--- src/gbCore_cfg.svh ---
`ifndef GB_CORE_CFG_SVH
`define GB_CORE_CFG_SVH

// Datapath width
`define GB_DATA_W 8

// Working registers B C D E H L A
`define GB_REG_COUNT 7

`define GB_FLAGS_RESET 8'hB0

`define GB_FLAG_Z 7
`define GB_FLAG_N 6
`define GB_FLAG_H 5
`define GB_FLAG_C 4

`endif
--- src/gbCorePkg.sv ---
package gbCorePkg;

  // ----------------------------------------------------------------------
  // Register codes as found in opcode bits 5:3 and 2:0
  // ----------------------------------------------------------------------
  typedef enum logic [2:0] {
    B   = 3'd0,
    C   = 3'd1,
    D   = 3'd2,
    E   = 3'd3,
    H   = 3'd4,
    L   = 3'd5,
    HLM = 3'd6, // Memory operand (HL) is unsupported
    A   = 3'd7
  } regIdxT;

  // ----------------------------------------------------------------------
  // ALU operations
  // ----------------------------------------------------------------------
  // First six follow the 10xxx group order without ADC and SBC
  typedef enum logic [3:0] {
    ADD  = 4'd0,
    SUB  = 4'd1,
    AND  = 4'd2,
    XOR  = 4'd3,
    OR   = 4'd4,
    CP   = 4'd5,
    INC  = 4'd6,
    DEC  = 4'd7,
    PASS = 4'd8, // LD r,r'
    NOP  = 4'd9
  } aluOpT;

endpackage

--- src/gbCore.sv ---
`timescale 1ns/1ns
`include "gbCore_cfg.svh"

module gbCore
  import gbCorePkg::*;
(
  input  logic                  iClock,
  input  logic                  rstN,
  input  logic                  insnValid,
  input  logic [`GB_DATA_W-1:0] insn,
  input  logic [`GB_DATA_W-1:0] immData,
  output logic                  wbValid,
  output regIdxT                wbReg,
  output logic [`GB_DATA_W-1:0] wbData,
  output logic [`GB_DATA_W-1:0] flags
);

  aluOpT                 aluOp;
  regIdxT                srcReg;
  regIdxT                dstReg;
  logic                  useImm;
  logic                  regWe;
  logic                  flagWe;
  logic [`GB_DATA_W-1:0] srcData;
  logic [`GB_DATA_W-1:0] aData;
  logic [`GB_DATA_W-1:0] result;
  logic [`GB_DATA_W-1:0] newFlags;

  // Decoder and ALU both work in the issue cycle
  gbDecode decode_i (
    .insnValid (insnValid),
    .insn      (insn),
    .aluOp     (aluOp),
    .srcReg    (srcReg),
    .dstReg    (dstReg),
    .useImm    (useImm),
    .regWe     (regWe),
    .flagWe    (flagWe)
  );

  gbAlu alu_i (
    .aluOp    (aluOp),
    .aData    (aData),
    .srcData  (srcData),
    .immData  (immData),
    .useImm   (useImm),
    .curFlags (flags),   // Live flag register
    .result   (result),
    .newFlags (newFlags)
  );

  gbRegFile regFile_i (
    .iClock   (iClock),
    .rstN     (rstN),
    .srcReg   (srcReg),
    .dstReg   (dstReg),
    .regWe    (regWe),
    .flagWe   (flagWe),
    .result   (result),
    .newFlags (newFlags),
    .srcData  (srcData),
    .aData    (aData),
    .curFlags (flags),
    .wbValid  (wbValid),
    .wbReg    (wbReg),
    .wbData   (wbData)
  );

endmodule

--- src/gbRegFile.sv ---
`timescale 1ns/1ns
`include "gbCore_cfg.svh"

module gbRegFile
  import gbCorePkg::*;
(
  input  logic                  iClock,
  input  logic                  rstN,
  input  regIdxT                srcReg,
  input  regIdxT                dstReg,
  input  logic                  regWe,
  input  logic                  flagWe,
  input  logic [`GB_DATA_W-1:0] result,
  input  logic [`GB_DATA_W-1:0] newFlags,
  output logic [`GB_DATA_W-1:0] srcData,
  output logic [`GB_DATA_W-1:0] aData,
  output logic [`GB_DATA_W-1:0] curFlags,
  output logic                  wbValid,
  output regIdxT                wbReg,
  output logic [`GB_DATA_W-1:0] wbData
);

  localparam int SlotW = $clog2(`GB_REG_COUNT);

  logic [`GB_DATA_W-1:0] regs [`GB_REG_COUNT];
  logic [`GB_DATA_W-1:0] flagReg;

  // A sits in the slot left free by the (HL) code
  function automatic logic [SlotW-1:0] slotOf(input regIdxT idx);
    return (idx == A) ? SlotW'(HLM) : SlotW'(idx);
  endfunction

  assign srcData  = regs[slotOf(srcReg)];
  assign aData    = regs[slotOf(A)];
  assign curFlags = flagReg;

  //----------------------------------------------------------------------
  // Working registers and flags
  //----------------------------------------------------------------------
  always_ff @(posedge iClock or negedge rstN)
  begin
    if (!rstN)
    begin
      for (int i = 0; i < `GB_REG_COUNT; i++)
        regs[i] <= '0;
      flagReg <= `GB_FLAGS_RESET;
    end
    else
    begin
      if (regWe)
        regs[slotOf(dstReg)] <= result;
      if (flagWe)
        flagReg <= newFlags;
    end
  end

  //----------------------------------------------------------------------
  // Write-back report on the edge of the register write
  //----------------------------------------------------------------------
  always_ff @(posedge iClock or negedge rstN)
  begin
    if (!rstN)
    begin
      wbValid <= 1'b0;
      wbReg   <= B;
      wbData  <= '0;
    end
    else
    begin
      wbValid <= regWe; // One-cycle pulse
      if (regWe)
      begin
        wbReg  <= dstReg;
        wbData <= result;
      end
    end
  end

endmodule

--- src/gbAlu.sv ---
`timescale 1ns/1ns
`include "gbCore_cfg.svh"

module gbAlu
  import gbCorePkg::*;
(
  input  aluOpT                 aluOp,
  input  logic [`GB_DATA_W-1:0] aData,
  input  logic [`GB_DATA_W-1:0] srcData,
  input  logic [`GB_DATA_W-1:0] immData,
  input  logic                  useImm,
  input  logic [`GB_DATA_W-1:0] curFlags,
  output logic [`GB_DATA_W-1:0] result,
  output logic [`GB_DATA_W-1:0] newFlags
);

  logic [`GB_DATA_W-1:0] operand;
  logic [`GB_DATA_W:0]   sumWide;
  logic [4:0]            halfSum;
  logic [`GB_DATA_W-1:0] diff;
  logic                  borrow;
  logic                  halfBorrow;
  logic                  nFlag;
  logic                  hFlag;
  logic                  cFlag;

  assign operand    = useImm ? immData : srcData;
  assign sumWide    = {1'b0, aData} + {1'b0, operand};
  assign halfSum    = {1'b0, aData[3:0]} + {1'b0, operand[3:0]}; // Bit 4 is H
  assign diff       = aData - operand;
  assign borrow     = (aData < operand);
  assign halfBorrow = (aData[3:0] < operand[3:0]);

  always_comb
  begin
    result = operand;
    nFlag  = 1'b0;
    hFlag  = 1'b0;
    cFlag  = 1'b0;
    case (aluOp)
      ADD:
      begin
        result = sumWide[`GB_DATA_W-1:0];
        hFlag  = halfSum[4];
        cFlag  = sumWide[`GB_DATA_W];
      end
      SUB, CP: // CP result only feeds Z
      begin
        result = diff;
        nFlag  = 1'b1;
        hFlag  = halfBorrow;
        cFlag  = borrow;
      end
      AND:
      begin
        result = aData & operand;
        hFlag  = 1'b1;
      end
      XOR: result = aData ^ operand;
      OR:  result = aData | operand;
      INC:
      begin
        result = operand + 1'b1;
        hFlag  = (result[3:0] == 4'h0);
        cFlag  = curFlags[`GB_FLAG_C];
      end
      DEC:
      begin
        result = operand - 1'b1;
        nFlag  = 1'b1;
        hFlag  = (result[3:0] == 4'hF);
        cFlag  = curFlags[`GB_FLAG_C];
      end
      default: ; // PASS and NOP hand the operand through
    endcase
  end

  always_comb
  begin
    newFlags             = '0; // Low nibble stays zero
    newFlags[`GB_FLAG_Z] = (result == '0);
    newFlags[`GB_FLAG_N] = nFlag;
    newFlags[`GB_FLAG_H] = hFlag;
    newFlags[`GB_FLAG_C] = cFlag;
    if (aluOp == PASS || aluOp == NOP)
      newFlags = curFlags;
  end

endmodule

--- src/gbDecode.sv ---
`timescale 1ns/1ns
`include "gbCore_cfg.svh"

module gbDecode
  import gbCorePkg::*;
(
  input  logic                  insnValid,
  input  logic [`GB_DATA_W-1:0] insn,
  output aluOpT                 aluOp,
  output regIdxT                srcReg,
  output regIdxT                dstReg,
  output logic                  useImm,
  output logic                  regWe,
  output logic                  flagWe
);

  logic [1:0] group;
  logic [2:0] fieldHi;
  logic [2:0] fieldLo;
  aluOpT      groupOp;

  // Op select of the 10xxxrrr and 11xxx110 groups
  function automatic aluOpT groupToOp(input logic [2:0] sel);
    case (sel)
      3'b000:  return ADD;
      3'b010:  return SUB;
      3'b100:  return AND;
      3'b101:  return XOR;
      3'b110:  return OR;
      3'b111:  return CP;
      default: return NOP; // ADC, SBC
    endcase
  endfunction

  assign group   = insn[7:6];
  assign fieldHi = insn[5:3];
  assign fieldLo = insn[2:0];
  assign groupOp = groupToOp(fieldHi);

  always_comb
  begin
    aluOp  = NOP;
    srcReg = regIdxT'(fieldLo);
    dstReg = regIdxT'(fieldHi);
    useImm = 1'b0;
    regWe  = 1'b0;
    flagWe = 1'b0;
    if (insnValid)
    begin
      case (group)
        2'b01: // LD r,r'
        begin
          if (fieldHi != HLM && fieldLo != HLM)
          begin
            aluOp = PASS;
            regWe = 1'b1;
          end
        end
        2'b10: // ALU A,r
        begin
          if (groupOp != NOP && fieldLo != HLM)
          begin
            aluOp  = groupOp;
            dstReg = A;
            regWe  = (groupOp != CP);
            flagWe = 1'b1;
          end
        end
        2'b00:
        begin
          // INC r and DEC r work on the destination itself
          if (fieldHi != HLM && (fieldLo == 3'b100 || fieldLo == 3'b101))
          begin
            aluOp  = fieldLo[0] ? DEC : INC;
            srcReg = regIdxT'(fieldHi);
            regWe  = 1'b1;
            flagWe = 1'b1;
          end
        end
        default: // ALU A,n in 11xxx110
        begin
          if (fieldLo == 3'b110 && groupOp != NOP)
          begin
            aluOp  = groupOp;
            useImm = 1'b1;
            dstReg = A;
            regWe  = (groupOp != CP);
            flagWe = 1'b1;
          end
        end
      endcase
    end
  end

endmodule

--- config.mk ---
export PLATFORM = sky130hd
export DESIGN_NAME = gbCore
export DESIGN_NICKNAME = d
export VERILOG_FILES = /design/src/gbCorePkg.sv /design/src/gbCore.sv /design/src/gbRegFile.sv /design/src/gbAlu.sv /design/src/gbDecode.sv
export VERILOG_INCLUDE_DIRS = /design/src
export SDC_FILE = /design/constraint.sdc
export NUM_CORES = 1
export LEC_CHECK = 0
export BUFFER_PORTS_ARGS = -buffer_cell sky130_fd_sc_hd__clkbuf_2
export CAP_MARGIN = 40
export CORE_UTILIZATION = 38
export CTS_CLUSTER_DIAMETER = 50
export CTS_CLUSTER_SIZE = 16
export DETAILED_ROUTE_END_ITERATION = 10
export PLACE_DENSITY = 0.62
export SLEW_MARGIN = 20
export SYNTH_ARGS = -nofsm -noshare
export SYNTH_HDL_FRONTEND = slang
export SYNTH_SLANG_ARGS = --single-unit
--- constraint.sdc ---
create_clock -name iClock -period 4.3 [get_ports iClock]
set_clock_uncertainty 0.15 [all_clocks]
set_input_delay 0.86 -clock iClock [delete_from_list [all_inputs] [get_ports iClock]]
set_output_delay 0.86 -clock iClock [all_outputs]
set_load 0.02 [all_outputs]
# After elaboration in Yosys (flattened, before gate mapping)
# Cells that the tools add are included.
# Widths: inputs -> output; s select.
[totals]
register_bits = 72
inputBits = 19
output_inout_bits = 20
word_cells = 114
[classes]
addsub = 5
order_cmp = 5
eq_ne = 26
n_mux = 40
bitwise = 7
n_reduce_logical = 19
[ops]
columns = ["operator", "count"]
rows = [
  ["$bwmux 56", 1],
  ["$pmux 8 s7", 1],
  ["$mux 8", 4],
  ["$eq 3x3->1 const B", 9],
  ["$bmux 8 s3", 1],
  ["$demux 8 s3", 1],
  ["$mux 3", 8],
  ["$pmux 4 s6", 1],
  ["$eq 4x3->1 const B", 4],
  ["$mux 4", 4],
  ["$mux 1", 13],
  ["$eq 4x4->1 const B", 3],
  ["$pmux 4 s3", 1],
  ["$add 8x8->9", 1],
  ["$pmux 1 s3", 3],
  ["$add 8x1->8 const B", 1],
  ["$and 8x8->8", 1],
  ["$eq 4x2->1 const B", 2],
  ["$ge 4x4->1 const B", 2],
  ["$logic_not 4->1", 2],
  ["$logic_not 8->1", 1],
  ["$lt 8x8->1", 1],
  ["$not 3->4", 2],
  ["$or 8x8->8", 1],
  ["other kinds (24)", 34],
]

# Logic depth before layout (Yosys ltp)
[logic_depth]
ltp_word = 16
mapped_depth = 23
mapped_depth_nobuf = 21

# Modules after synthesis
# Synthesis repeated with hierarchy kept, for this count alone.
[unflattened]
cells_unflattened = 556
area_unflattened_um2 = 5698.0
[by_module_without_submodules]
columns = ["mod", "instances", "cells_each", "area_per_inst_um2", "seq_area_each_um2"]
rows = [
  ["gbRegFile", 1, 233, 3413.3, 1905.6],
  ["gbAlu", 1, 279, 1976.9, 0.0],
  ["gbDecode", 1, 44, 307.8, 0.0],
]

# Least setup slack after synthesis
# No wires, ideal clock.
[synth_path]
kind = "input-to-reg"
from = "input port insn[4]"
to = "register regFile_i.flagReg[7], in the netlist regFile_i.curFlags[7]"
setup_ns = 0.097
t_arrival_ns = 4.867
t_required_ns = 4.053
setup_slack_ns = -0.814
path_stages = 18
path_buffers = 2
path_cell_list = "buf_2 nand3b_1 a21boi_2 o21ai_0 a211oi_1 nor4_2 nor2_1 clkbuf_1 ha_1 nor2b_1 o21ai_0 nand2_1 nand2_1 o21ai_0 a2111oi_0 a32oi_2 or4_1 o41ai_2"
[synth_between]
elab_chain_len = 15
elab_cells_between_ends = 59
cone_classes = "4 x add/sub; 17 x eq/ne; 23 x mux; 5 x bitwise; 10 x reduce/logical"
[synth_rtl]
columns = ["element", "line_no", "source"]
rows = [
  ["start, declared", "gbCore.sv:10", "input logic [`GB_DATA_W-1:0] insn,"],
  ["$ne 3x3->1", "gbDecode.sv:53, gbDecode.sv:72", ""],
  ["$logic_and 1x1->1", "gbDecode.sv:72", "if (fieldHi != HLM && (fieldLo == 3'b100 || fieldLo == 3'b101))"],
  ["$mux 3", "gbDecode.sv:72", ""],
  ["$mux 3", "gbDecode.sv:50", "case (group)"],
  ["$mux 3", "gbDecode.sv:48", "if (insnValid)"],
  ["$eq 3x3->1", "gbRegFile.sv:30", "return (idx == A) ? SlotW'(HLM) : SlotW'(idx);"],
  ["$mux 3", "gbRegFile.sv:30", ""],
  ["$not 3->4 (implied by the code)", "gbRegFile.sv:33", "assign srcData = regs[slotOf(srcReg)];"],
  ["$bmux 8 s3", "gbRegFile.sv:33", ""],
  ["$mux 8 (implied by the code) (2 in series)", "gbRegFile.sv:33", ""],
  ["$mux 8", "gbAlu.sv:27", "assign operand = useImm ? immData : srcData;"],
  ["$sub 8x1->8, or another cell as far along", "gbAlu.sv:69", "result = operand - 1'b1;"],
  ["$pmux 8 s7", "gbAlu.sv:40", "case (aluOp)"],
  ["$logic_not 8->1", "gbAlu.sv:81", "newFlags[`GB_FLAG_Z] = (result == '0);"],
  ["end signal, assigned", "gbRegFile.sv:46", "flagReg <= `GB_FLAGS_RESET;"],
  ["end signal, assigned", "gbRegFile.sv:53", "flagReg <= newFlags;"],
  ["end, declared", "gbRegFile.sv:26", "logic [`GB_DATA_W-1:0] flagReg;"],
]
# Parallel ways exist; a longest one is shown, timed or not. The select of a mux whose other input is x is not followed.
# A chain may end at the register's enable or synchronous reset.

# Worst setup path after layout
[layout_path]
from = "input port insn[6]"
to = "register regFile_i.flagReg[7], in the netlist regFile_i.curFlags[7]"
[layout_between]
elab_chain_len = 13
elab_cells_between_ends = 42
cone_classes = "4 x add/sub; 12 x eq/ne; 14 x mux; 5 x bitwise; 7 x reduce/logical"
[layout_rtl]
columns = ["element", "line_no"]
rows = [
  ["$logic_not 2->1", "gbDecode.sv:50"],
  ["$mux 3", "gbDecode.sv:50"],
  ["$mux 3", "gbDecode.sv:48"],
  ["$eq 3x3->1", "gbRegFile.sv:30"],
  ["$mux 3", "gbRegFile.sv:30"],
  ["$not 3->4 (implied by the code)", "gbRegFile.sv:33"],
  ["$bmux 8 s3", "gbRegFile.sv:33"],
  ["$mux 8 (implied by the code) (2 in series)", "gbRegFile.sv:33"],
  ["$mux 8", "gbAlu.sv:27"],
  ["$sub 8x1->8, or another cell as far along", "gbAlu.sv:69"],
  ["$pmux 8 s7", "gbAlu.sv:40"],
  ["$logic_not 8->1", "gbAlu.sv:81"],
]
# Parallel ways exist; a longest one is shown, timed or not. The select of a mux whose other input is x is not followed.

==> impl_metrics.prom <==
# TYPE chip_impl_metric gauge
chip_impl_info{name="outcome",value="complete, but fails checks"} 1
chip_impl_info{name="violations",value="setup timing"} 1
chip_impl_metric{name="avgViaCountPerCell",unit=""} 5.80
chip_impl_metric{name="yosys_warnings",unit=""} 0
chip_impl_metric{name="regArea",unit="sq um"} 1810
chip_impl_metric{name="cts-hold-fix-buffers",unit=""} 0
chip_impl_metric{name="grtUsageTotal",unit="%"} 26.7
chip_impl_metric{name="skew_pair_late_insertion_delay",unit="ps"} 350
chip_impl_metric{name="final_core_util",unit="%"} 58.7
chip_impl_info{name="mostFrequentLayoutCell",value="sky130_fd_sc_hd__buf_4"} 1
chip_impl_metric{name="fin_worst_hold_slack",unit="ps"} 292
chip_impl_metric{name="drc",unit=""} 0
chip_impl_metric{name="gate_count_of_the_mapped_netlist",unit=""} 575
chip_impl_metric{name="max_cap_check_violation_count",unit=""} 0
chip_impl_metric{name="detailedPlacementHpwl",unit="mm"} 13.9
chip_impl_metric{name="fraction_of_final_layout_cells_sized_beyond_drive_strength_1",unit="%"} 50.1
chip_impl_info{name="critical_path.endpoint_type",value="flip-flop"} 1
chip_impl_metric{name="finalMaxSlewViolations",unit=""} 0
chip_impl_metric{name="timing_hold_violations_final",unit=""} 0
chip_impl_metric{name="synth_area_per_cell",unit="sq um"} 9.34
chip_impl_metric{name="pre_antenna_drt_iters",unit=""} 5
chip_impl_metric{name="io_pins",unit=""} 39
chip_impl_metric{name="multi_input_gate_area_in_the_final_layout",unit="sq um"} 4030
chip_impl_metric{name="timing.fmax",unit="MHz"} 206
chip_impl_metric{name="ctsHtreeMaxLevel",unit=""} 3
chip_impl_metric{name="wire_length_of_the_first_global_routing_pass",unit="mm"} 29.6
chip_impl_metric{name="power.total",unit="uW"} 4410
chip_impl_metric{name="worst_slew_margin_rel",unit="%"} 60.5
chip_impl_metric{name="slew_at_the_pin_closest_to_its_max_slew_limit",unit="ps"} 592
chip_impl_metric{name="cp_max_fo",unit=""} 5
chip_impl_metric{name="detailedRoute.firstIterationViolations",unit=""} 420
chip_impl_metric{name="async_flop_share",unit="%"} 100
chip_impl_info{name="synthFlopType",value="sky130_fd_sc_hd__dfrtp_1"} 1
chip_impl_metric{name="die_y",unit="um"} 121
chip_impl_metric{name="mapped_cell_area",unit="sq um"} 5370
chip_impl_metric{name="route.detailed.wl_per_inst",unit="um"} 20.3
chip_impl_info{name="worst_setup_startpoint",value="insn[6]"} 1
chip_impl_info{name="tritoncts",value="built"} 1
chip_impl_metric{name="rows",unit=""} 43
chip_impl_metric{name="period_share",unit="%"} 113
chip_impl_metric{name="die_w",unit="um"} 121
chip_impl_info{name="timing.setup.critical_path_class",value="in2reg"} 1
chip_impl_metric{name="final.min_clock_period",unit="ps"} 4850
chip_impl_metric{name="worst-endpoint-required",unit="ps"} 4410
chip_impl_metric{name="fill_cells",unit=""} 1106
chip_impl_metric{name="overflow",unit=""} 0
chip_impl_metric{name="gp_congestion",unit=""} 0.996
chip_impl_info{name="synthTopCellsByArea",value="sky130_fd_sc_hd__dfrtp_1 32%, sky130_fd_sc_hd__mux2_2 11%, sky130_fd_sc_hd__ha_1 5.8%"} 1
chip_impl_metric{name="num_antenna_cells",unit=""} 0
chip_impl_metric{name="yosys_register_bits",unit=""} 72
chip_impl_metric{name="setup_viol",unit=""} 47
chip_impl_info{name="startpoint_of_the_worst_register_to_register_path",value="regFile_i.aData[0]"} 1
chip_impl_metric{name="dieArea",unit="sq um"} 14600
chip_impl_metric{name="antenna_violating_nets_post_route",unit=""} 0
chip_impl_metric{name="antenna_violations_before_repair",unit=""} 0
chip_impl_info{name="final_cell_mix",value="162 x sky130_fd_sc_hd__buf_4, 69 x sky130_fd_sc_hd__dfrtp_1, 48 x sky130_fd_sc_hd__nand2_1, 43 x sky130_fd_sc_hd__nor2_1, 31 x sky130_fd_sc_hd__clkbuf_2"} 1
chip_impl_metric{name="area_growth_syn_to_layout",unit="%"} 51.2
chip_impl_metric{name="post_synth_num_cell_types",unit=""} 87
chip_impl_metric{name="ys_seq_area_share",unit="%"} 33.6
chip_impl_metric{name="critPathArrivalTime",unit="ps"} 4960
chip_impl_metric{name="ir_drop",unit="uV"} 390
chip_impl_info{name="hold_path.class",value="in2async"} 1
chip_impl_metric{name="finalSetupTns",unit="ps"} -13400
chip_impl_metric{name="tritoncts.num_buffers",unit=""} 9
chip_impl_metric{name="via_count_of_the_first_global_routing_pass",unit=""} 5631
chip_impl_metric{name="port_buffers",unit=""} 34
chip_impl_info{name="clock_root_buffer",value="sky130_fd_sc_hd__clkbuf_16"} 1
chip_impl_metric{name="start_util",unit="%"} 38.8
chip_impl_metric{name="power-per-cell-area",unit="nW/um^2"} 543
chip_impl_info{name="cp-start-kind",value="primary input"} 1
chip_impl_metric{name="setup_ws",unit="ps"} -551
chip_impl_metric{name="wl",unit="mm"} 19.6
chip_impl_info{name="yosysTopAreaCell",value="sky130_fd_sc_hd__dfrtp_1"} 1
chip_impl_info{name="grt_setup_unrepaired",value="true"} 1
chip_impl_metric{name="buffers_from_clock_root_to_sink_at_most",unit=""} 2
chip_impl_metric{name="fin_nets",unit=""} 826
chip_impl_metric{name="number_of_flops_mapped_to_enable_cells_by_yosys",unit=""} 0
chip_impl_metric{name="cts.reportedPaths.clkPinSlew",unit="ps"} 60
chip_impl_metric{name="design.core.area",unit="sq um"} 13800
chip_impl_metric{name="synth_top_area_share",unit="%"} 32.2
chip_impl_metric{name="cellLeakagePower",unit="uW"} 0.00366
chip_impl_metric{name="via_count",unit=""} 5606
chip_impl_metric{name="pin_count_of_the_biggest_net_entering_global_routing",unit=""} 47
chip_impl_metric{name="cts_sinks",unit=""} 72
## flip-flops by register name, summed over array words and instances (netlist names)
register,cells
regFile_i.wbValid,1
regFile_i.wbData,8
regFile_i.curFlags,4
regFile_i.aData,8
regFile_i.regs,48
regFile_i.wbReg,3
## synthesized netlist by cell type, types with 8 or more instances
master,number
sky130_fd_sc_hd__dfrtp_1,69
sky130_fd_sc_hd__mux2_2,53
sky130_fd_sc_hd__nand2_1,52
sky130_fd_sc_hd__nor2_1,47
sky130_fd_sc_hd__a21oi_1,37
sky130_fd_sc_hd__o21ai_0,32
sky130_fd_sc_hd__inv_1,28
sky130_fd_sc_hd__ha_1,25
sky130_fd_sc_hd__mux2i_1,17
sky130_fd_sc_hd__nand3_1,16
sky130_fd_sc_hd__nor3_1,15
sky130_fd_sc_hd__o31ai_1,10
sky130_fd_sc_hd__xnor2_1,9
sky130_fd_sc_hd__a211oi_1,8
sky130_fd_sc_hd__buf_4,8
sky130_fd_sc_hd__clkbuf_1,8
## routing by layer
metal / part of all wire (%) / GRT usage [%] / wire length [um]
met1: 43 / 34.8 / 8400
met2: 49 / 44.2 / 9610
met3: 4.8 / 3.52 / 945
met4: 3.2 / 12.0 / 620
met5: 0 / 0 / 0
## metrics by stage
stage / cells / worst slack [ps] / cell area, sq um
6_report: 966 / -551 / 8120
5_1_grt: 966 / -698 / 8120
4_1_cts: 952 / -324 / 7700
3_5_place_dp: 917 / -850 / 6980
3_3_place_gp: 915 / -809 / 6960
2_1_floorplan: 578 / -601 / 5560
## path summary, 6_finish.rpt
kind	endpoint	slack, ps	cells after the start
max	regFile_i.curFlags[7]	-550	22
min reg2reg	regFile_i.wbData[1]	330	2
min	regFile_i.regs[39]	290	1
max reg2reg	regFile_i.curFlags[7]	260	18
max in group asynchronous	regFile_i.regs[49]	3130	2
min in group iClock	regFile_i.wbData[1]	330	2
## power by group
group / leakage [uW] / switching, uW / internal [uW] / total (uW)
sequential: 0.000919 / 191 / 905 / 1100
clock: 0.000149 / 308 / 467 / 775
combinational: 0.00259 / 1270 / 1270 / 2540
total: 0.00366 / 1770 / 2640 / 4410
## cells by family after synthesis
family / count (synthesis) / share of synthesized area (%)
AO/OA/AOI/OAI: 161 / 22.2
XOR/XNOR: 11 / 1.79
adder cells (fa/ha/maj): 26 / 6.20
buffers and inverters: 54 / 4.61
flip-flops: 72 / 33.6
multiplexers: 71 / 14.6
other: 1 / 0.0698
AND/OR/NAND/NOR: 179 / 16.9
## area by class of cell
class	count	area share, %
multi-input combinational	454	49.6
sequential	72	22.2
timing repair buffer	214	20.1
clock buffer	10	2.94
tap	180	2.77
inverter	30	1.48
clock inverter	6	0.801
## repair_timing
| item | 4_1_cts | 5_1_grt |
|---|---|---|
| gates cloned | 2 | 0 |
| gates resized for setup | 52 | 67 |
| endpoints found under the setup margin | 40 | 50 |
| setup buffers | 21 | 16 |
| pin swaps | 30 | 32 |
## critical path, cell delays in order
cell	delay, ps
sky130_fd_sc_hd__buf_8	100
sky130_fd_sc_hd__nor3b_4	290
sky130_fd_sc_hd__buf_6	160
sky130_fd_sc_hd__mux2i_4	250
sky130_fd_sc_hd__buf_6	160
sky130_fd_sc_hd__nand3_4	70
sky130_fd_sc_hd__o22a_1	210
sky130_fd_sc_hd__o211a_4	170
sky130_fd_sc_hd__inv_4	60
sky130_fd_sc_hd__ha_4	120
sky130_fd_sc_hd__inv_2	30
sky130_fd_sc_hd__fa_2	380
sky130_fd_sc_hd__buf_6	140
sky130_fd_sc_hd__xor2_2	150
sky130_fd_sc_hd__o21ai_1	80
sky130_fd_sc_hd__a22oi_1	190
sky130_fd_sc_hd__o2111ai_2	170
sky130_fd_sc_hd__a211oi_2	240
sky130_fd_sc_hd__o221ai_1	160
sky130_fd_sc_hd__o21a_1	170
sky130_fd_sc_hd__or4_4	490
sky130_fd_sc_hd__o41ai_4	290
(Power assumes the default switching activity.)
